### config.mk
export PLATFORM = sky130hd
export DESIGN_NAME = data_req_queue
export DESIGN_NICKNAME = d
export VERILOG_FILES = /design/src/source/dport_pkg.sv /design/src/source/data_req_queue.sv
export SDC_FILE = /design/constraint.sdc
export NUM_CORES = 1
export LEC_CHECK = 0
export BUFFER_PORTS_ARGS = -buffer_cell sky130_fd_sc_hd__buf_2
export CAP_MARGIN = 15
export CORE_ASPECT_RATIO = 1.4
export CORE_MARGIN = 3
export CORE_UTILIZATION = 34
export CTS_BUF_LIST = sky130_fd_sc_hd__clkbuf_8 sky130_fd_sc_hd__clkbuf_16
export DETAILED_ROUTE_END_ITERATION = 12
export GPL_TIMING_DRIVEN = 1
export PLACE_DENSITY = 0.52
export SLEW_MARGIN = 10
export SYNTH_ARGS = -nofsm -noshare
export SYNTH_HDL_FRONTEND = slang
export SYNTH_SLANG_ARGS = --single-unit
### constraint.sdc
create_clock -name axi4_master -period 8.45 [get_ports axi4_master]
set_input_delay 1.2675 -clock axi4_master [delete_from_list [all_inputs] [get_ports axi4_master]]
set_output_delay 1.2675 -clock axi4_master [all_outputs]
set_load 0.05 [all_outputs]
### src/source/dport_pkg.sv
package dport_pkg;

    // Fixed attributes of every beat on the bus.
    localparam logic [3:0] AXI_ID         = 4'd1;
    localparam logic [7:0] AXI_LEN_SINGLE = 8'd0;
    localparam logic [2:0] AXI_SIZE_WORD  = 3'b010;
    localparam logic [1:0] AXI_BURST_INCR = 2'b01;

    typedef enum logic {
        op_read  = 1'b0,
        op_write = 1'b1
    } dport_op_e;

    typedef enum logic [1:0] {
        resp_okay   = 2'd0,
        resp_slverr = 2'd2
    } axi_resp_e;

    // Core side request and response.
    typedef struct packed {
        dport_op_e   op;
        logic [31:0] addr;
        logic [31:0] wdata;
        logic [3:0]  mask;
    } dport_req_t;

    typedef struct packed {
        dport_op_e   op;
        logic [31:0] rdata;
        axi_resp_e   resp;
    } dport_rsp_t;

    // Address channel, shared by writes and reads.
    typedef struct packed {
        logic [3:0]  id;
        logic [31:0] addr;
        logic [7:0]  len;
        logic [2:0]  size;
        logic [1:0]  burst;
    } axi_aw_t;

    typedef axi_aw_t axi_ar_t;

    typedef struct packed {
        logic [31:0] data;
        logic [3:0]  strb;
        logic        last;
    } axi_w_t;

    typedef struct packed {
        logic [3:0] id;
        axi_resp_e  resp;
    } axi_b_t;

    typedef struct packed {
        logic [3:0]  id;
        logic [31:0] data;
        axi_resp_e   resp;
        logic        last;
    } axi_r_t;

endpackage

### src/source/data_req_queue.sv
module data_req_queue #(
    parameter int QUEUE_DEPTH = 4
) (
    input  logic                 axi4_master,
    input  logic                 arst_n,
    input  logic                 req_valid,
    output logic                 req_ready,
    input  dport_pkg::dport_req_t req,
    output logic                 q_valid,
    input  logic                 q_ready,
    output dport_pkg::dport_req_t q_req
);

    import dport_pkg::*;

    localparam int PTR_W = (QUEUE_DEPTH > 1) ? $clog2(QUEUE_DEPTH) : 1;
    localparam int CNT_W = $clog2(QUEUE_DEPTH + 1);

    dport_req_t       entries [QUEUE_DEPTH];
    logic [PTR_W-1:0] wr_ptr;
    logic [PTR_W-1:0] rd_ptr;
    logic [CNT_W-1:0] count;
    logic             full;
    logic             push;
    logic             pop;

    assign full = (count == CNT_W'(QUEUE_DEPTH));

    // A full queue still takes a request when the head leaves this cycle.
    assign req_ready = !full || q_ready;
    assign q_valid   = (count != '0);
    assign q_req     = entries[rd_ptr];

    assign push = req_valid && req_ready;
    assign pop  = q_valid && q_ready;

    always_ff @(posedge axi4_master) begin
        if (push) begin
            entries[wr_ptr] <= req;
        end
    end

    always_ff @(posedge axi4_master or negedge arst_n) begin
        if (!arst_n) begin
            wr_ptr <= '0;
            rd_ptr <= '0;
            count  <= '0;
        end else begin
            if (push) begin
                if (wr_ptr == PTR_W'(QUEUE_DEPTH - 1)) begin
                    wr_ptr <= '0;
                end else begin
                    wr_ptr <= wr_ptr + 1'b1;
                end
            end
            if (pop) begin
                if (rd_ptr == PTR_W'(QUEUE_DEPTH - 1)) begin
                    rd_ptr <= '0;
                end else begin
                    rd_ptr <= rd_ptr + 1'b1;
                end
            end
            // Count moves only when one side acts alone.
            if (push && !pop) begin
                count <= count + 1'b1;
            end else if (pop && !push) begin
                count <= count - 1'b1;
            end
        end
    end

endmodule

==> results.ini, run 1 <==
[outcome]
status=completed

[cts]
clockBufferDepth=3
clock-root-buffer=clkbuf_16
hold_buffers=0
cts_buffers=28
post-cts-setup-buffer-count=0
cts_resized=0
cts_tree=yes
clk_transition_reported_paths_ps=60
cts.sinks=283
htreeDepth=1
clock_latency_ps=540

[place]
io_buffers=143
placed_area_mm2=0.01152
dpl.hpwl_mm=11.42
place.gp.congestion=0.6689

[drt]
drt-vias-per-instance=4.813
drc_errors=0
dr_total_vias=4659
routed_wl_mm=20.13
wl_per_cell_um=20.79
detail_route.first_pass.iterations=4
drt_iter0_markers=167
ant_nets=0

[timing]
drv_slew=0
fin_crit_sh_pct=51.17
grt_setup_unrepaired=no
tightest_slew_ps=1092
hold_violations=0
fmax_ghz=0.2313
setup_tns_ps=0
finalSetupViolCount=0
final.min_clock_period_ps=4324
max-slew-margin-rel_pct=27.17
clock_skew_ps=14.31

[logic_synthesis]
ys_seq_elements=283
synth_nets=480
yosysWarnings=0
post-synth-top-count-cell=edfxtp_1
syn_area_per_cell_um2=25.89
synth_top_area_share_pct=80.04
yosysUniqueCellTypes=20
netlist_area_mm2=0.01035
ys_top_cells_by_area=edfxtp_1 (80%), mux4_2 (15%), dfrtp_1 (1.7%)
ys.flop_type=edfxtp_1
post_synth_inst_count=400
synth_edf_count=276
yosys.area.top_type=edfxtp_1
synthTopCellsByCount=edfxtp_1 (276), mux4_2 (69), buf_2 (9), clkbuf_1 (7), dfrtp_1 (7)
synthArstFlopShare_pct=2.473
yosysSeqAreaShare_pct=81.73

[layout]
layout.nets=641
final_util_pct=41.52
drive_gt1_share_pct=45.53
postLayoutCellArea_mm2=0.01247
area_delta_synth_final_pct=20.41
multi_input_area_mm2=0.001822
seq_area_mm2=0.008471
fillers=2665

[global_route]
grt_max_degree=72
antenna_found_initial=2
overflow=0
grt_pass1_vias=5448
grt_pass1_wl_mm=31.50
grt_usage_pct=12.50

[critical_path]
cp_top_family=buffers and inverters
critPathRequiredTime_ps=7180
path_cells=buf_4 > mux4_2 > buf_2
slowest_delay_ps=900
cp_num_buf_inv=2
critPathSlowestCell=dfrtp_4
critical_path_arrival_ps=3060
critPathKind=reg -> out
start_kind=register
worst_setup_path_end_kind=primary output
critPathMaxFanout=37

[pwr]
ir_drop_mv=0.2173
p_leak_nw=4.212
p_per_area_mw_per_mm2=400.9

[worst_hold_path]
hold_path_class=reg -> reg

[die]
fp.dieW_um=153.5
die_h_um=212.5
fp.coreArea_mm2=0.03003
rows=75
io_pins=144
start_util_pct=34.48
dieArea_mm2=0.03262

[run]
maxCapViolations=0

sequential cells by signal, indices dropped and copies added, names as in the netlist:
signal / flops
entries: 276
count: 3
rd_ptr: 2
wr_ptr: 2
layout by cell type, fill, tap and decap left out, types with 3 or more instances in the layout:
master and count:
and3_4 4, clkbuf_16 29, ha_1 6, dfrtp_1 5, mux4_2 69, clkinv_1 11, clkinvlp_4 3, edfxtp_1 276
mux2_2 3, buf_2 143, nor2_1 3, inv_1 7
metal layers:
metal | wire length, um | global-route usage [%]
met5 | 11 | 0
met4 | 467 | 4.357
met3 | 1003 | 2.382
met2 | 11070 | 23.46
met1 | 7571 | 14.22
area by class of cell:
cell class                 count  area share [%]
multi-input combinational     97           14.61
timing repair buffer         148           6.463
inverter                       3         0.09032
sequential                   283           67.94
tap                          385           3.864
clock buffer                  29           5.820
antenna                        1         0.02007
clock inverter                22           1.194
metrics by stage:
step	hold WS (ps)	cells	total power [mW]	worst slack [ps]
3_5_place_dp	484.4	913	3.908	4506
4_1_cts	498.0	964	5.088	3931
2_1_floorplan	448.7	400	3.434	4642
3_3_place_gp	464.5	913	3.873	4537
5_1_grt	520.9	968	5.239	3837
6_report	497.2	968	4.998	4126
cell families (layout without fill, tap and decap cells):
logic type	after synthesis	after routing	synth area share (%)
other	0	1	0
AO/OA/AOI/OAI	2	2	0.1692
XOR/XNOR	3	3	0.2538
flip-flops	283	283	81.73
buffers and inverters	20	202	0.8700
AND/OR/NAND/NOR	13	13	0.7250
adder cells (fa/ha/maj)	7	7	0.9183
multiplexers	72	72	15.33
path summary, 6_finish.rpt:
kind                       cells past startpoint                  start  slack [ps]                     to
hold reg to reg                                1   count[2]$_DFFE_PN0P_         500   count[2]$_DFFE_PN0P_
setup reg to reg                               6   count[0]$_DFFE_PN0P_        6000   count[1]$_DFFE_PN0P_
hold / removal                                 1   count[2]$_DFFE_PN0P_         500   count[2]$_DFFE_PN0P_
min in group asynchronous                      1                 arst_n         570   count[2]$_DFFE_PN0P_
max in group asynchronous                      1                 arst_n        7680  rd_ptr[0]$_DFFE_PN0P_
setup / recovery                               3  rd_ptr[0]$_DFFE_PN0P_        4130              q_req[29]
power breakdown:
group / switching (mW) / total, mW / internal (mW)
Sequential: 0.185 / 2.02 / 1.84
Combinational: 1.24 / 1.81 / 0.568
Clock: 0.488 / 1.17 / 0.677
(Power assumes the default switching activity.)
==> run 2: changes to the inputs <==
PLACE_DENSITY = 0.54   (was 0.52)
clock period = 3.8 ns   (was 8.45 ns; I/O delays follow)
==> results.ini, run 2 (synthesized netlist as in run 1, its figures left out) <==
[outcome]
status=completed  ; unchanged

[drt]
route.met3.wl_um=922  ; was 1.003 mm
wl_met2_mm=11.19  ; was 11.07 mm
routed_wl_mm=20.05  ; was 20.13 mm
ant_nets=0  ; unchanged
detail_route.first_pass.iterations=5  ; was 4
met1_length_mm=7.454  ; was 7.571 mm
drc_errors=0  ; unchanged
wl_per_cell_um=20.60  ; was 20.79 um
dr_total_vias=4613  ; was 4659
drt-vias-per-instance=4.741  ; was 4.813
drt_iter0_markers=167  ; unchanged
top_layer=met4  ; was met5

[die]
dieArea_mm2=0.03262  ; unchanged
start_util_pct=34.48  ; unchanged
die_h_um=212.5  ; unchanged
io_pins=144  ; unchanged
fp.coreArea_mm2=0.03003  ; unchanged
rows=75  ; unchanged
fp.dieW_um=153.5  ; unchanged

[cts]
cts_resized=0  ; unchanged
cts_tree=yes  ; unchanged
clk_transition_reported_paths_ps=60  ; about the same
clock-root-buffer=clkbuf_16  ; unchanged
htreeDepth=1  ; unchanged
clockBufferDepth=3  ; unchanged
clock_latency_ps=540  ; about the same
cts_buffers=28  ; unchanged
hold_buffers=1  ; was 0
cts.sinks=283  ; unchanged
post-cts-setup-buffer-count=0  ; unchanged

[timing]
holdWs_ps=247.8  ; was 497.2 ps
clock_skew_ps=11.79  ; was 14.31 ps
tightest_slew_ps=1110  ; was 1092 ps
finalSetupViolCount=0  ; unchanged
hold_violations=0  ; unchanged
setup_tns_ps=0  ; unchanged
final.min_clock_period_ps=3082
fin_crit_sh_pct=81.10
grt_setup_unrepaired=no  ; unchanged
drv_slew=0  ; unchanged
fmax_ghz=0.3245
max-slew-margin-rel_pct=26.02  ; was 27.17%

[layout]
layout.nets=646  ; was 641
final_common_cell=edfxtp_1  ; unchanged
area_delta_synth_final_pct=20.76  ; was 20.41%
fillers=2645  ; was 2665
reg.largest.list=entries (276), count (3)  ; unchanged
drive_gt1_share_pct=46.00  ; was 45.53%
final_cell_mix=edfxtp_1 (276), buf_2 (143), mux4_2 (69)  ; unchanged
top_register=entries  ; unchanged
largest_register_ffs=276  ; unchanged

[critical_path]
cp_num_buf_inv=2  ; unchanged
r2r_start=count[0]$_DFFE_PN0P_  ; unchanged
path_cells=buf_4 > mux4_2 > buf_2  ; unchanged
critPathRequiredTime_ps=3230  ; was 7180 ps
slowest_delay_ps=800  ; was 900 ps
start_kind=register  ; unchanged
worst_setup_path_end_kind=primary output  ; unchanged
critPathMaxFanout=27  ; was 37
critPathKind=reg -> out  ; unchanged
critPathSlowestCell=dfrtp_4  ; unchanged
cp-startpoint=rd_ptr[0]$_DFFE_PN0P_  ; unchanged
critical_path_arrival_ps=2510  ; was 3060 ps
cp_top_family=flip-flops  ; was buffers and inverters

[worst_hold_path]
hold_start=req[11]  ; was count[2]$_DFFE_PN0P_
hold_path_class=in -> reg  ; was reg -> reg

[pwr]
ir_drop_mv=0.7423  ; was 0.2173 mV
p_leak_nw=4.261  ; was 4.212 nW
p_per_area_mw_per_mm2=893.2  ; was 400.9 mW/mm^2

[global_route]
antenna_found_initial=1  ; was 2
grt_pass1_vias=5259  ; was 5448
grt_pass1_wl_mm=31.00  ; was 31.50 mm
overflow=0  ; unchanged
grt_usage_pct=12.34  ; was 12.50%
grt_max_degree=72  ; unchanged

[place]
io_buffers=143  ; unchanged
dpl.hpwl_mm=11.88  ; was 11.42 mm
place.gp.congestion=0.6763  ; was 0.6689

[run]
maxCapViolations=0  ; unchanged

[run 2: changes by cell type in the layout (fill, tap and decap cells not counted), sizes merged]
| cell | previous run | this run |
|---|---|---|
| clkinv | 13 | 10 |
| buf | 148 | 152 |
| dlygate4sd3 | 0 | 1 |
| clkinvlp | 3 | 1 |
| inv | 7 | 12 |
[run 2: cell type report]
cell class / instances / area (um^2) / area share [%]
Antenna cell: 1 / 2.502 / 0.02001
Clock buffer: 29 / 725.7 / 5.803
Clock inverter: 22 / 152.6 / 1.221
Inverter: 3 / 11.26 / 0.09005
Multi-Input combinational cell: 97 / 1822 / 14.57
Sequential cell: 283 / 8471 / 67.74
Tap cell: 385 / 481.7 / 3.852
Timing Repair Buffer: 153 / 838.3 / 6.704
[run 2: final timing paths]
path / to / slack (ps) / depth (start not counted)
max in group asynchronous: rd_ptr[0]$_DFFE_PN0P_ / 3200 / 2
min in group asynchronous: wr_ptr[1]$_DFFE_PN0P_ / 410 / 2
worst max-delay path: q_req[34] / 720 / 3
worst min-delay path: entries[2][11]$_DFFE_PP_ / 250 / 1
worst max register to register: count[1]$_DFFE_PN0P_ / 1380 / 6
worst min register to register: count[2]$_DFFE_PN0P_ / 500 / 1
[run 2: stage by stage]
| step | util [%] | area (um^2) | std cells | setup slack [ps] | power, mW |
|---|---|---|---|---|---|
| floorplan | - | 10350 | 400 | 689.9 | 7.636 |
| global placement | 38.52 | 11570 | 918 | 1186 | 8.642 |
| detailed placement | 38.52 | 11570 | 918 | 1155 | 8.722 |
| CTS | 41.48 | 12450 | 970 | 586.1 | 11.37 |
| global route | 41.63 | 12500 | 972 | 513.4 | 11.70 |
| finish | 41.64 | 12500 | 973 | 718.2 | 11.17 |
[run 2: power by group]
group          total [mW]  leakage (nW)  internal [mW]  switching (mW)
clock                2.61         0.458           1.51            1.10
combinational        4.08          1.19           1.29            2.79
sequential           4.48          2.61           4.09           0.387
total                11.2          4.26           6.89            4.28
[run 2: routing by layer]
metal  track usage, %  vias to the layer above
met3            2.342                       31
met4            4.266                        0
met2            22.90                      103
met1            14.29                     2424
li1                 -                     2055
met5                0                        -
[run 2: worst register-to-register path, stage by stage, from the launching register on]
cell	delay, ps
dfrtp_1	430
or4b_1	680
and2_4	240
ha_1	220
inv_1	70
fa_1	400
mux2_2	260
