[src/source/dport_pkg.sv]
package dport_pkg;

    // Fixed attributes of every beat on the bus.
    localparam logic [3:0] AXI_ID         = 4'd1;
    localparam logic [7:0] AXI_LEN_SINGLE = 8'd0;
    localparam logic [2:0] AXI_SIZE_WORD  = 3'b010;
    localparam logic [1:0] AXI_BURST_INCR = 2'b01;

    typedef enum logic {
        op_read  = 1'b0,
        op_write = 1'b1
    } dport_op_e;

    typedef enum logic [1:0] {
        resp_okay   = 2'd0,
        resp_slverr = 2'd2
    } axi_resp_e;

    // Core side request and response.
    typedef struct packed {
        dport_op_e   op;
        logic [31:0] addr;
        logic [31:0] wdata;
        logic [3:0]  mask;
    } dport_req_t;

    typedef struct packed {
        dport_op_e   op;
        logic [31:0] rdata;
        axi_resp_e   resp;
    } dport_rsp_t;

    // Address channel, shared by writes and reads.
    typedef struct packed {
        logic [3:0]  id;
        logic [31:0] addr;
        logic [7:0]  len;
        logic [2:0]  size;
        logic [1:0]  burst;
    } axi_aw_t;

    typedef axi_aw_t axi_ar_t;

    typedef struct packed {
        logic [31:0] data;
        logic [3:0]  strb;
        logic        last;
    } axi_w_t;

    typedef struct packed {
        logic [3:0] id;
        axi_resp_e  resp;
    } axi_b_t;

    typedef struct packed {
        logic [3:0]  id;
        logic [31:0] data;
        axi_resp_e   resp;
        logic        last;
    } axi_r_t;

endpackage

[src/source/axi4_master_data.sv]
module axi4_master_data (
    input  logic                  axi4_master,
    input  logic                  arst_n,
    input  logic                  q_valid,
    output logic                  q_ready,
    input  dport_pkg::dport_req_t q_req,
    output logic                  awvalid,
    input  logic                  awready,
    output dport_pkg::axi_aw_t    aw,
    output logic                  wvalid,
    input  logic                  wready,
    output dport_pkg::axi_w_t     w,
    input  logic                  bvalid,
    output logic                  bready,
    input  dport_pkg::axi_b_t     b,
    output logic                  arvalid,
    input  logic                  arready,
    output dport_pkg::axi_ar_t    ar,
    input  logic                  rvalid,
    output logic                  rready,
    input  dport_pkg::axi_r_t     r,
    output logic                  rsp_valid,
    input  logic                  rsp_ready,
    output dport_pkg::dport_rsp_t rsp
);

    import dport_pkg::*;

    typedef enum logic [2:0] {
        st_idle,
        st_waddr,
        st_wdata,
        st_wresp,
        st_raddr,
        st_rdata,
        st_respond
    } state_e;

    state_e     state;
    dport_req_t req_q;
    dport_rsp_t rsp_q;
    logic       take;
    logic       b_done;
    logic       r_done;
    axi_resp_e  b_code;
    axi_resp_e  r_code;

    // Only one transaction in flight, so the queue is popped from idle only.
    assign q_ready = (state == st_idle);
    assign take    = q_valid && q_ready;

    assign awvalid   = (state == st_waddr);
    assign wvalid    = (state == st_wdata);
    assign bready    = (state == st_wresp);
    assign arvalid   = (state == st_raddr);
    assign rready    = (state == st_rdata);
    assign rsp_valid = (state == st_respond);

    assign b_done = bvalid && bready;
    assign r_done = rvalid && rready;

    // Single beat, word size, incrementing.
    always_comb begin
        aw.id    = AXI_ID;
        aw.addr  = req_q.addr;
        aw.len   = AXI_LEN_SINGLE;
        aw.size  = AXI_SIZE_WORD;
        aw.burst = AXI_BURST_INCR;
        ar       = aw;
    end

    assign w.data = req_q.wdata;
    assign w.strb = req_q.mask;
    assign w.last = 1'b1;

    // A reply with a foreign id or a missing last is treated as a slave error.
    assign b_code = (b.id != AXI_ID) ? resp_slverr : b.resp;
    assign r_code = (r.id != AXI_ID || !r.last) ? resp_slverr : r.resp;

    assign rsp = rsp_q;

    always_ff @(posedge axi4_master) begin
        if (take) begin
            req_q <= q_req;
        end
        if (b_done) begin
            rsp_q.op    <= req_q.op;
            rsp_q.rdata <= '0;
            rsp_q.resp  <= b_code;
        end
        if (r_done) begin
            rsp_q.op    <= req_q.op;
            rsp_q.rdata <= r.data;
            rsp_q.resp  <= r_code;
        end
    end

    always_ff @(posedge axi4_master or negedge arst_n) begin
        if (!arst_n) begin
            state <= st_idle;
        end else begin
            case (state)
                st_idle: begin
                    if (take) begin
                        if (q_req.op == op_write) begin
                            state <= st_waddr;
                        end else begin
                            state <= st_raddr;
                        end
                    end
                end
                st_waddr: begin
                    if (awready) begin
                        state <= st_wdata;
                    end
                end
                st_wdata: begin
                    if (wready) begin
                        state <= st_wresp;
                    end
                end
                st_wresp: begin
                    if (b_done) begin
                        state <= st_respond;
                    end
                end
                st_raddr: begin
                    if (arready) begin
                        state <= st_rdata;
                    end
                end
                st_rdata: begin
                    if (r_done) begin
                        state <= st_respond;
                    end
                end
                st_respond: begin
                    // Hold the result until the core takes it.
                    if (rsp_ready) begin
                        state <= st_idle;
                    end
                end
                default: begin
                    state <= st_idle;
                end
            endcase
        end
    end

endmodule

[config.mk]
export PLATFORM = sky130hd
export DESIGN_NAME = axi4_master_data
export DESIGN_NICKNAME = d
export VERILOG_FILES = /design/src/source/dport_pkg.sv /design/src/source/axi4_master_data.sv
export SDC_FILE = /design/constraint.sdc
export NUM_CORES = 1
export LEC_CHECK = 0
export ABC_AREA = 1
export BUFFER_PORTS_ARGS = -buffer_cell sky130_fd_sc_hd__buf_2
export CORE_AREA = 2 2 118 120
export CTS_CLUSTER_DIAMETER = 100
export DETAILED_ROUTE_END_ITERATION = 7
export DIE_AREA = 0 0 120 122
export MAX_ROUTING_LAYER = met4
export PLACE_DENSITY = 0.7
export SYNTH_ARGS = -nofsm -noshare
export SYNTH_HDL_FRONTEND = slang
export SYNTH_SLANG_ARGS = --single-unit
[constraint.sdc]
create_clock -name axi4_master -period 10.7 [get_ports axi4_master]
set_input_delay 1.07 -clock axi4_master [delete_from_list [all_inputs] [get_ports axi4_master]]
set_output_delay 1.07 -clock axi4_master [all_outputs]
set_load 0.01 [all_outputs]
==> results of run 1 <==
worst max-delay path by stage:
stage	to	cells past startpoint
floorplan	ar[13]	2
global placement	rsp[14]	3
detailed placement	rsp[21]	3
CTS	q_ready	4
global route	q_ready	4
finish	q_ready	4
per-stage QoR:
step / hold WS (ps) / std cells / cell area [sq um]
5_1_grt: 459 / 741 / 5840
2_1_floorplan: 400 / 419 / 4990
6_report: 443 / 741 / 5840
4_1_cts: 446 / 741 / 5840
3_5_place_dp: 430 / 725 / 5510
3_3_place_gp: 428 / 725 / 5510
final cells by class:
type	count	area, sq um	share of cell area, %
multi-input combinational	125	579	9.92
sequential	107	3200	54.8
clock buffer	10	229	3.92
timing repair buffer	265	1330	22.8
tap	180	225	3.86
clock inverter	6	98.8	1.69
inverter	48	180	3.09
where the power goes:
group / leakage [nW] / switching, mW / internal [mW]
combinational: 1.63 / 0.202 / 0.106
clock: 0.160 / 0.152 / 0.208
sequential: 0.993 / 0.0334 / 0.562
routing by layer:
metal | wire length, um | vias up | track usage, %
met2 | 5050 | 200 | 21.6
li1 | - | 1409 | -
met1 | 3920 | 1391 | 15.2
met3 | 963 | 10 | 4.40
met5 | 0 | - | -
met4 | 109 | 0 | 4.63
cell usage after synthesis, drive strengths merged:
library cell and count:
buf 139, conb 2, dfrtp 3, edfxtp 104
inv 48, nand2 22, nand3 8, nand3b 1
nand4 1, nor2 50, o211ai 1, o21ai 7
kinds of logic after synthesis:
logic type / after synthesis / synth area share, %
DFF: 107 / 65.7
AOI/OAI and AO/OA: 8 / 0.874
and+or+nand+nor: 82 / 7.94
buffers and inverters: 187 / 25.4
other: 2 / 0.154
worst reg2reg max path: stages, from the launching register on:
cell and delay (ps):
sky130_fd_sc_hd__dfrtp_1 580, sky130_fd_sc_hd__inv_1 240, sky130_fd_sc_hd__nor2_4 180, sky130_fd_sc_hd__nand2_4 270, sky130_fd_sc_hd__o21ai_4 510
sequential cells by signal, summed over array words and instances (netlist names):
name   cells
w         36
rsp       35
ar        32
state      3
req_q      1
==> results.txt, run 1 <==
----------------------------------------------------
[Timing]
  Upper clock frequency limit ... 385 MHz
  Max_slew headroom ... 26.5%
  Setup repair after global routing missed its margin ... false
  Final setup fails ... 0
  Number of pins exceeding their max-slew limit in the final report ... 0
  Part of the cycle the worst path needs ... 24.3%
  Layout Skew ... 8.87 ps
  Tightest Pin Transition ... 1100 ps
  Setup TNS Final ... 0 ps
  Post-layout minimum cycle time ... 2600 ps
  Final Worst Setup Slack ... approximately 8000 ps
  Total count of hold-check failures in the final report ... 0

[Route]
  Via-per-instance ratio ... 4.06
  Iteration count of the initial detailed-routing pass ... 4
  Number of design-rule violations left by the first detailed-router iteration ... 139
  Overall via count from detail_route ... 3,010
  Per-cell routed wire length ... 13.5 um
  Wirelength, routed ... 10.0 mm
  Antenna viol nets, final ... 0
  Number of remaining DRC errors ... 0

[Final layout]
  Commonest non-fill, non-tap cells in the layout ... sky130_fd_sc_hd__buf_2, sky130_fd_sc_hd__edfxtp_1, sky130_fd_sc_hd__inv_1
  Number of antenna repair diodes ... 0
  Number of inserted filler cells in the final layout ... 1,279
  Final Net Count ... about 680
  Proportion of layout cells with a drive suffix above 1 ... 53.8%
  Layout overhead on the synthesized area ... 19.9%
  Core occupancy in the finished layout ... 43.2%
  Commonest non-fill, non-tap cell in the layout ... sky130_fd_sc_hd__buf_2

[Clock network]
  Number of gates resized after cts ... 0
  Clock latency of the later-clocked register in the worst-skew pair ... 350 ps
  Hold bufs inserted after CTS ... 0
  Largest buffer count on any clock path ... 2
  CTS root buffer ... sky130_fd_sc_hd__clkbuf_16
  Inserted Clock Buffers ... 9
  Number of H-tree levels ... 3
  Clock tree from TritonCTS ... done
  Clk sinks ... 107
  Clock transition at the registers of the reported paths ... 70 ps
  Number of post-CTS setup repair buffers ... 0

[Synth]
  Warning count from the yosys run ... 0
  Sequential element share of the synthesized area ... 65.7%
  Cell types with the largest area share after synthesis ... sky130_fd_sc_hd__edfxtp_1, sky130_fd_sc_hd__buf_4, sky130_fd_sc_hd__inv_1, sky130_fd_sc_hd__nor2_1, sky130_fd_sc_hd__dfrtp_1
  Area share of the leading cell type in the synthesized netlist ... 64.1%
  Average cell area after synthesis ... 12.6 sq um
  Number of different library cells in the post-synthesis netlist ... 18
  Flip-flop and latch count after synthesis ... 107
  Area leader, netlist ... sky130_fd_sc_hd__edfxtp_1
  Number of cells produced by synthesis ... 386
  Post-Syn Area ... 4870 sq um

[GRT]
  Via count of the first global-routing pass ... 2,741
  Antenna violations before repair ... 0
  Overall track demand over capacity in global routing ... 13.2%
  Largest net degree at the start of global routing ... 70
  Global-route wire length before repair ... 14.0 mm
  Global route overflow ... 0

[Critical path]
  Largest stage delay on the critical path ... slightly below 600 ps
  Reg-to-reg critical path endpoint ... rsp[19]
  Delay-heaviest family, CP ... flip-flops
  Crit path cell chain ... inv_1 > nand2_1 > inv_1 > buf_2
  Launch point of the worst path ... state[2]
  Endpoint type of the worst setup path ... primary output
  Endpoint arrival time on the critical path ... 1530 ps
  Crit path required time ... 9630 ps
  Type of the setup path with the least slack ... reg -> out
  Length in cells of the worst reg-to-reg path ... 4
  Highest fanout seen on the critical path ... 12
  CP most frequent cell ... sky130_fd_sc_hd__inv_1
  Register-to-register path setup slack ... approximately 8500 ps
  Cell at the slowest stage of the critical path ... sky130_fd_sc_hd__dfrtp_1
  Launching element type of the critical path ... register
  Worst path bufs/invs ... 3
  Startpoint of the lowest-slack register-to-register path ... state[2]

[Floorplan]
  Placeable core region ... 13,500 sq um
  Effective utilization at floorplan ... 36.1%
  Width of the die ... ~120 um
  Number of placement rows ... 43
  Die Span Y ... between 100 and 150 um
  Die area ... 14,600 sq um
  Boundary pin count ... 300

[Worst hold path]
  Hold Crit Endpoint ... rsp[34]
  Classification of the worst-slack hold path ... reg -> reg
  Start point of the worst min-delay path ... req_q[68]
  Number of stages on the worst hold path ... 0

[Place]
  Number of buffers added on ports ... 264
  Detailed placer's ending HPWL ... 7.70 mm
  Worst slack at placement ... 8160 ps
  Gp weighted congestion ... 0.821

[Power]
  Pleak ... 2.78 nW
  Peak VDD IR ... 0.119 mV
  Total power of the final layout ... 1.26 mW
  Power density relative to cell area ... 216 nW/um^2

[Run status]
  Outcome ... finished clean

[Run]
  Max-Cap Viols ... 0

----------------------------------------------------
Power figures use the tool's default switching activity.
==> inputs of run 2 (changes only) <==
--- a/config.mk
+++ b/config.mk
@@ -7,12 +7,12 @@
 export LEC_CHECK = 0
 export ABC_AREA = 1
 export BUFFER_PORTS_ARGS = -buffer_cell sky130_fd_sc_hd__buf_2
-export CORE_AREA = 2 2 118 120
+export CORE_AREA = 2 2 116 118
 export CTS_CLUSTER_DIAMETER = 100
 export DETAILED_ROUTE_END_ITERATION = 7
-export DIE_AREA = 0 0 120 122
+export DIE_AREA = 0 0 118 120
 export MAX_ROUTING_LAYER = met4
-export PLACE_DENSITY = 0.7
+export PLACE_DENSITY = 0.72
 export SYNTH_ARGS = -nofsm -noshare
 export SYNTH_HDL_FRONTEND = slang
 export SYNTH_SLANG_ARGS = --single-unit
==> constraint.sdc (replaced) <==
create_clock -name axi4_master -period 2.56 [get_ports axi4_master]
set_input_delay 0.256 -clock axi4_master [delete_from_list [all_inputs] [get_ports axi4_master]]
set_output_delay 0.256 -clock axi4_master [all_outputs]
set_load 0.01 [all_outputs]
==> results.txt, run 2 (synthesized netlist as in run 1, its figures left out) <==
----------------------------------------------------
[Clock network]
  Largest buffer count on any clock path ... 2 (unchanged)
  Clock latency of the later-clocked register in the worst-skew pair ... 340 ps (about the same)
  CTS root buffer ... sky130_fd_sc_hd__clkbuf_16
  Number of H-tree levels ... 3 (unchanged)
  Inserted Clock Buffers ... 9 (unchanged)
  Clk sinks ... 107 (unchanged)
  Clock transition at the registers of the reported paths ... 70 ps (about the same)
  Clock tree from TritonCTS ... done

[Final layout]
  Layout overhead on the synthesized area ... 19.4%
  Footprint of the multi-input gates ... 579 sq um (unchanged)
  Commonest non-fill, non-tap cell in the layout ... sky130_fd_sc_hd__buf_2
  Proportion of layout cells with a drive suffix above 1 ... 53.7% (-0.11 points)
  Final Net Count ... 682 (+0.44%)
  Number of antenna repair diodes ... 0 (unchanged)
  Number of standard cells in the final layout excluding fillers ... 740 (-0.13%)
  Largest register FFs ... 36 (unchanged)
  Register cell area after layout ... 3200 sq um (unchanged)
  Commonest non-fill, non-tap cells in the layout ... sky130_fd_sc_hd__buf_2, sky130_fd_sc_hd__edfxtp_1, sky130_fd_sc_hd__inv_1
  Number of inserted filler cells in the final layout ... 1,215 (-5.0%)

[Timing]
  Layout Skew ... 6.45 ps (-2.41 ps)
  Total count of hold-check failures in the final report ... 0 (unchanged)
  Part of the cycle the worst path needs ... 73.5%
  Setup TNS Final ... 0 ps (unchanged)
  Setup repair after global routing missed its margin ... false
  Post-layout minimum cycle time ... approximately 1900 ps
  Upper clock frequency limit ... about 530 MHz
  Final setup fails ... 0 (unchanged)
  Number of pins exceeding their max-slew limit in the final report ... 0 (unchanged)

[Critical path]
  Register-to-register path setup slack ... 680 ps (-7850 ps)
  Highest fanout seen on the critical path ... 35 (+23)
  Startpoint of the lowest-slack register-to-register path ... state[2]
  Type of the setup path with the least slack ... reg -> reg
  Endpoint arrival time on the critical path ... 1870 ps (+340 ps)
  Reg-to-reg critical path endpoint ... rsp[13]
  Crit path required time ... 2550 ps (-7080 ps)
  Endpoint type of the worst setup path ... register
  Launching element type of the critical path ... register
  Length in cells of the worst reg-to-reg path ... 5 (+1)

[Floorplan]
  Die area ... 14,200 sq um (-3.3%)
  Effective utilization at floorplan ... 37.5% (+1.5 points)
  Placeable core region ... 13,000 sq um (-3.9%)
  Width of the die ... 118 um (-1.7%)
  Boundary pin count ... 300 (unchanged)
  Die Span Y ... 120 um (-1.6%)
  Number of placement rows ... 42 (-2.3%)

[Worst hold path]
  Start point of the worst min-delay path ... q_req[20]
  Classification of the worst-slack hold path ... in -> reg
  Number of stages on the worst hold path ... 1 (+1)
  Hold Crit Endpoint ... w[21]

[Place]
  Number of buffers added on ports ... 264 (unchanged)
  Placed cell count ... 723 (-0.28%)
  Gp weighted congestion ... 0.840 (+2.4%)
  Detailed placer's ending HPWL ... 7.75 mm (+0.58%)

[GRT]
  Via count of the first global-routing pass ... 2,924 (+6.7%)
  Antenna violations before repair ... 0 (unchanged)
  Overall track demand over capacity in global routing ... 14.1% (+0.90 points)
  Global-route wire length before repair ... 14.7 mm (+4.8%)
  Global route overflow ... 0 (unchanged)
  Largest net degree at the start of global routing ... 70 (unchanged)

[Power]
  Total power of the final layout ... 5.05 mW (+300%)
  Pleak ... 2.77 nW (-0.31%)
  Peak VDD IR ... 0.436 mV (+270%)
  Power density relative to cell area ... 869 nW/um^2 (+300%)

[Route]
  Number of remaining DRC errors ... 0 (unchanged)
  Antenna viol nets, final ... 0 (unchanged)
  Via-per-instance ratio ... 4.11 (+1.1%)
  Number of design-rule violations left by the first detailed-router iteration ... 174 (+25%)
  Wirelength, routed ... 9.91 mm (-1.3%)
  Iteration count of the initial detailed-routing pass ... 4 (unchanged)
  Per-cell routed wire length ... 13.4 um (-1.1%)
  Overall via count from detail_route ... 3,040 (+1.0%)

[Run status]
  Outcome ... finished clean

[Run]
  Max-Cap Viols ... 0 (unchanged)

----------------------------------------------------
==> run 2: repair_timing <==
action,in CTS,in global routing
gates resized for setup,0,0
hold endpoints to repair,3,0
hold buffers,1,0
setup buffers,0,0
==> run 2: worst max-delay path, cell delays in order, from the launching register on <==
cell                      delay (ps)
sky130_fd_sc_hd__dfrtp_1         570
sky130_fd_sc_hd__inv_1           230
sky130_fd_sc_hd__nor2_4          190
sky130_fd_sc_hd__nand2_4          70
sky130_fd_sc_hd__o21ai_4          50
sky130_fd_sc_hd__buf_4           410
==> run 2: worst max path at each step <==
stage                        start       to  slack [ps]  depth (start not counted)
after global placement    state[2]  rsp[15]         810                          5
after global routing      state[2]  rsp[18]         560                          5
after CTS                 state[2]  rsp[17]         690                          5
final                     state[2]  rsp[13]         680                          5
after floorplan           state[0]   ar[13]         380                          3
after detailed placement  state[2]  rsp[17]         710                          5
==> run 2: cell type report <==
cell class	instances	share of cell area [%]
clock inverters	6	0.689
multi-input cells	125	9.97
flip-flops and latches	107	55.0
well taps	176	3.79
clock buffers	10	3.94
inverters	48	3.10
repair buffers	268	23.5
==> run 2: where the power goes <==
group / switching [mW] / internal (mW) / leakage [nW]
clock: 0.603 / 0.660 / 0.134
combinational: 0.849 / 0.463 / 1.64
sequential: 0.135 / 2.34 / 0.993
total: 1.59 / 3.46 / 2.77
==> run 2: metal layers <==
layer	track usage (%)	share of wire [%]
met4	5.05	1.4
met2	23.4	52
met1	15.5	38
met5	-	0
met3	5.47	9.3
==> run 2: stage by stage <==
stage	utilization, %	worst slack (ps)	instance area, sq um	hold WS (ps)
floorplan	-	376	5000	-39.6
global placement	42.6	810	5530	52.3
detailed placement	42.6	709	5530	58.1
CTS	44.8	689	5810	64.6
global route	44.8	564	5810	58.5
finish	44.8	678	5810	81.8
==> inputs of run 3 (changes only) <==
--- a/config.mk
+++ b/config.mk
@@ -7,12 +7,12 @@
 export LEC_CHECK = 0
 export ABC_AREA = 1
 export BUFFER_PORTS_ARGS = -buffer_cell sky130_fd_sc_hd__buf_2
-export CORE_AREA = 2 2 116 118
+export CORE_AREA = 2 2 115 117
 export CTS_CLUSTER_DIAMETER = 100
 export DETAILED_ROUTE_END_ITERATION = 7
-export DIE_AREA = 0 0 118 120
+export DIE_AREA = 0 0 117 119
 export MAX_ROUTING_LAYER = met4
-export PLACE_DENSITY = 0.72
+export PLACE_DENSITY = 0.76
 export SYNTH_ARGS = -nofsm -noshare
 export SYNTH_HDL_FRONTEND = slang
 export SYNTH_SLANG_ARGS = --single-unit
==> constraint.sdc (replaced) <==
create_clock -name axi4_master -period 1.7 [get_ports axi4_master]
set_input_delay 0.17 -clock axi4_master [delete_from_list [all_inputs] [get_ports axi4_master]]
set_output_delay 0.17 -clock axi4_master [all_outputs]
set_load 0.01 [all_outputs]
==> results.txt, run 3 (synthesized netlist as in run 1, its figures left out) <==
----------------------------------------------------
[GRT]
  Antenna violations before repair ... 0 (unchanged)
  Overall track demand over capacity in global routing ... 16.1% (+2.0 points)
  Via count of the first global-routing pass ... 3,190 (+9.1%)
  Global route overflow ... 0 (unchanged)
  Global-route wire length before repair ... 15.8 mm (+7.5%)
  Largest net degree at the start of global routing ... 39 (-44%)

[Route]
  Iteration count of the initial detailed-routing pass ... 4 (unchanged)
  Via-per-instance ratio ... 4.09 (-0.47%)
  Per-cell routed wire length ... 14.2 um (+6.0%)
  Number of remaining DRC errors ... 0 (unchanged)
  Number of design-rule violations left by the first detailed-router iteration ... 206 (+18%)
  Wirelength, routed ... 11.5 mm (+16%)
  Antenna viol nets, final ... 0 (unchanged)
  Overall via count from detail_route ... 3,316 (+9.1%)

[Timing]
  Number of pins exceeding their max-slew limit in the final report ... 0 (unchanged)
  Part of the cycle the worst path needs ... 91.3% (+18 points)
  Total count of hold-check failures in the final report ... 0 (unchanged)
  Final setup fails ... 0 (unchanged)
  Setup repair after global routing missed its margin ... false
  Upper clock frequency limit ... 644 MHz (+21%)
  Worst slack on hold paths ... 14.9 ps (-66.9 ps)
  Layout Skew ... 5.01 ps (-1.45 ps)
  Setup TNS Final ... 0 ps (unchanged)
  Post-layout minimum cycle time ... 1550 ps (-330 ps)

[Place]
  Placed cell area ... 5600 sq um (+1.2%)
  Placed cell count ... 728 (+0.69%)
  Number of buffers added on ports ... 264 (unchanged)
  Detailed placer's ending HPWL ... 8.27 mm (+6.7%)
  Gp weighted congestion ... 0.911 (+8.4%)

[Power]
  Power density relative to cell area ... 1210 nW/um^2 (+39%)
  Switching power share of the total ... 31.6% (+0.16 points)
  Share of total power in combinational logic ... 28.7% (+2.7 points)
  Pleak ... 3.07 nW (+11%)
  Sequential group share of total power ... 46.9% (-2.1 points)
  Peak VDD IR ... 0.654 mV (+50%)
  Internal Dissipation ... 5.41 mW (+56%)
  Share of total power in the clock network ... 24.5% (-0.5 points)
  Total net switching power ... 2.50 mW (+57%)

[Floorplan]
  Width of the die ... 117 um (-0.85%)
  Boundary pin count ... 300 (unchanged)
  Effective utilization at floorplan ... 37.8% (+0.31 points)
  Placeable core region ... 12,900 sq um (-0.81%)
  Die area ... 13,900 sq um (-1.7%)
  Number of placement rows ... 42 (unchanged)
  Die Span Y ... 119 um (-0.83%)

[Final layout]
  Cell area after layout ... 6550 sq um (+13%)
  Number of standard cells in the final layout excluding fillers ... 811 (+9.6%)
  Final Net Count ... 753 (+10%)
  Commonest non-fill, non-tap cells in the layout ... sky130_fd_sc_hd__buf_2, sky130_fd_sc_hd__edfxtp_1, sky130_fd_sc_hd__dlygate4sd3_1
  Largest register FFs ... 36 (unchanged)
  Layout overhead on the synthesized area ... 34.5%
  Number of antenna repair diodes ... 0 (unchanged)
  Core occupancy in the finished layout ... 50.9% (+6.1 points)
  Proportion of layout cells with a drive suffix above 1 ... 49.1% (-4.6 points)
  Commonest non-fill, non-tap cell in the layout ... sky130_fd_sc_hd__buf_2
  Number of inserted filler cells in the final layout ... 1,144 (-5.8%)

[Run]
  Max-Cap Viols ... 0 (unchanged)

[Critical path]
  Crit path required time ... 1750 ps (-800 ps)
  Launching element type of the critical path ... register
  Highest fanout seen on the critical path ... 26 (-26%)
  Type of the setup path with the least slack ... reg -> reg
  Endpoint arrival time on the critical path ... 1600 ps (-270 ps)
  Endpoint type of the worst setup path ... register

[Worst hold path]
  Classification of the worst-slack hold path ... in -> reg

[Clock network]
  Hold bufs inserted after CTS ... 61 (+60)
  Inserted Clock Buffers ... 9 (unchanged)
  Number of H-tree levels ... 3 (unchanged)
  Clock tree from TritonCTS ... done
  Clock latency of the later-clocked register in the worst-skew pair ... 350 ps (about the same)
  Number of gates resized after cts ... 0 (unchanged)
  Number of post-CTS setup repair buffers ... 0 (unchanged)
  Clk sinks ... 107 (unchanged)
  Clock transition at the registers of the reported paths ... 70 ps (about the same)
  Largest buffer count on any clock path ... 2 (unchanged)
  CTS root buffer ... sky130_fd_sc_hd__clkbuf_16

[Run status]
  Outcome ... finished clean

----------------------------------------------------
## run 3: stage by stage
step                      setup slack [ps]  total power [mW]
final                                  148              7.90
after global routing                  70.6              8.35
after CTS                              151              7.97
after detailed placement               163              5.91
after global placement                 230              5.86
after floorplan                       -437              5.43
## run 3: final timing paths
kind	startpoint	to	slack, ps	depth (start not counted)
max	state[1]	rsp[25]	150	6
min	q_req[33]	w[34]	10	1
max reg2reg	state[1]	rsp[25]	150	6
min reg2reg	req_q[68]	rsp[34]	430	0
max in group asynchronous	arst_n	state[2]	1430	2
min in group asynchronous	arst_n	state[0]	160	2
## run 3: cell type report
| type | count | area (sq um) | share of cell area (%) |
|---|---|---|---|
| multi-input cells | 125 | 584 | 8.92 |
| inverters | 48 | 180 | 2.75 |
| well taps | 176 | 220 | 3.36 |
| repair buffers | 339 | 2090 | 31.9 |
| clock inverters | 7 | 52.6 | 0.802 |
| clock buffers | 9 | 225 | 3.44 |
| flip-flops and latches | 107 | 3200 | 48.8 |
## run 3: worst max-delay path: stages (launching register included)
cell	delay (ps)
sky130_fd_sc_hd__dfrtp_1	460
sky130_fd_sc_hd__inv_2	130
sky130_fd_sc_hd__nand2_2	90
sky130_fd_sc_hd__nor2_4	120
sky130_fd_sc_hd__nand2_4	120
sky130_fd_sc_hd__o21ai_4	110
sky130_fd_sc_hd__buf_12	210
## run 3: routing by layer
metal	global-route usage, %	part of all wire [%]	vias to the layer above
li1	-	-	1563
met1	16.5	36	1539
met2	27.6	52	196
met3	5.95	9.3	18
met4	6.25	2.2	0
met5	-	0	-
## run 3: power groups by stage
stage               registers [mW]  logic (mW)  clock network, mW
floorplan                     3.82        1.61                  0
global placement              3.73        2.13                  0
detailed placement            3.75        2.15                  0
CTS                           3.70        2.27               2.00
global route                  3.76        2.49               2.10
finish                        3.70        2.27               1.93
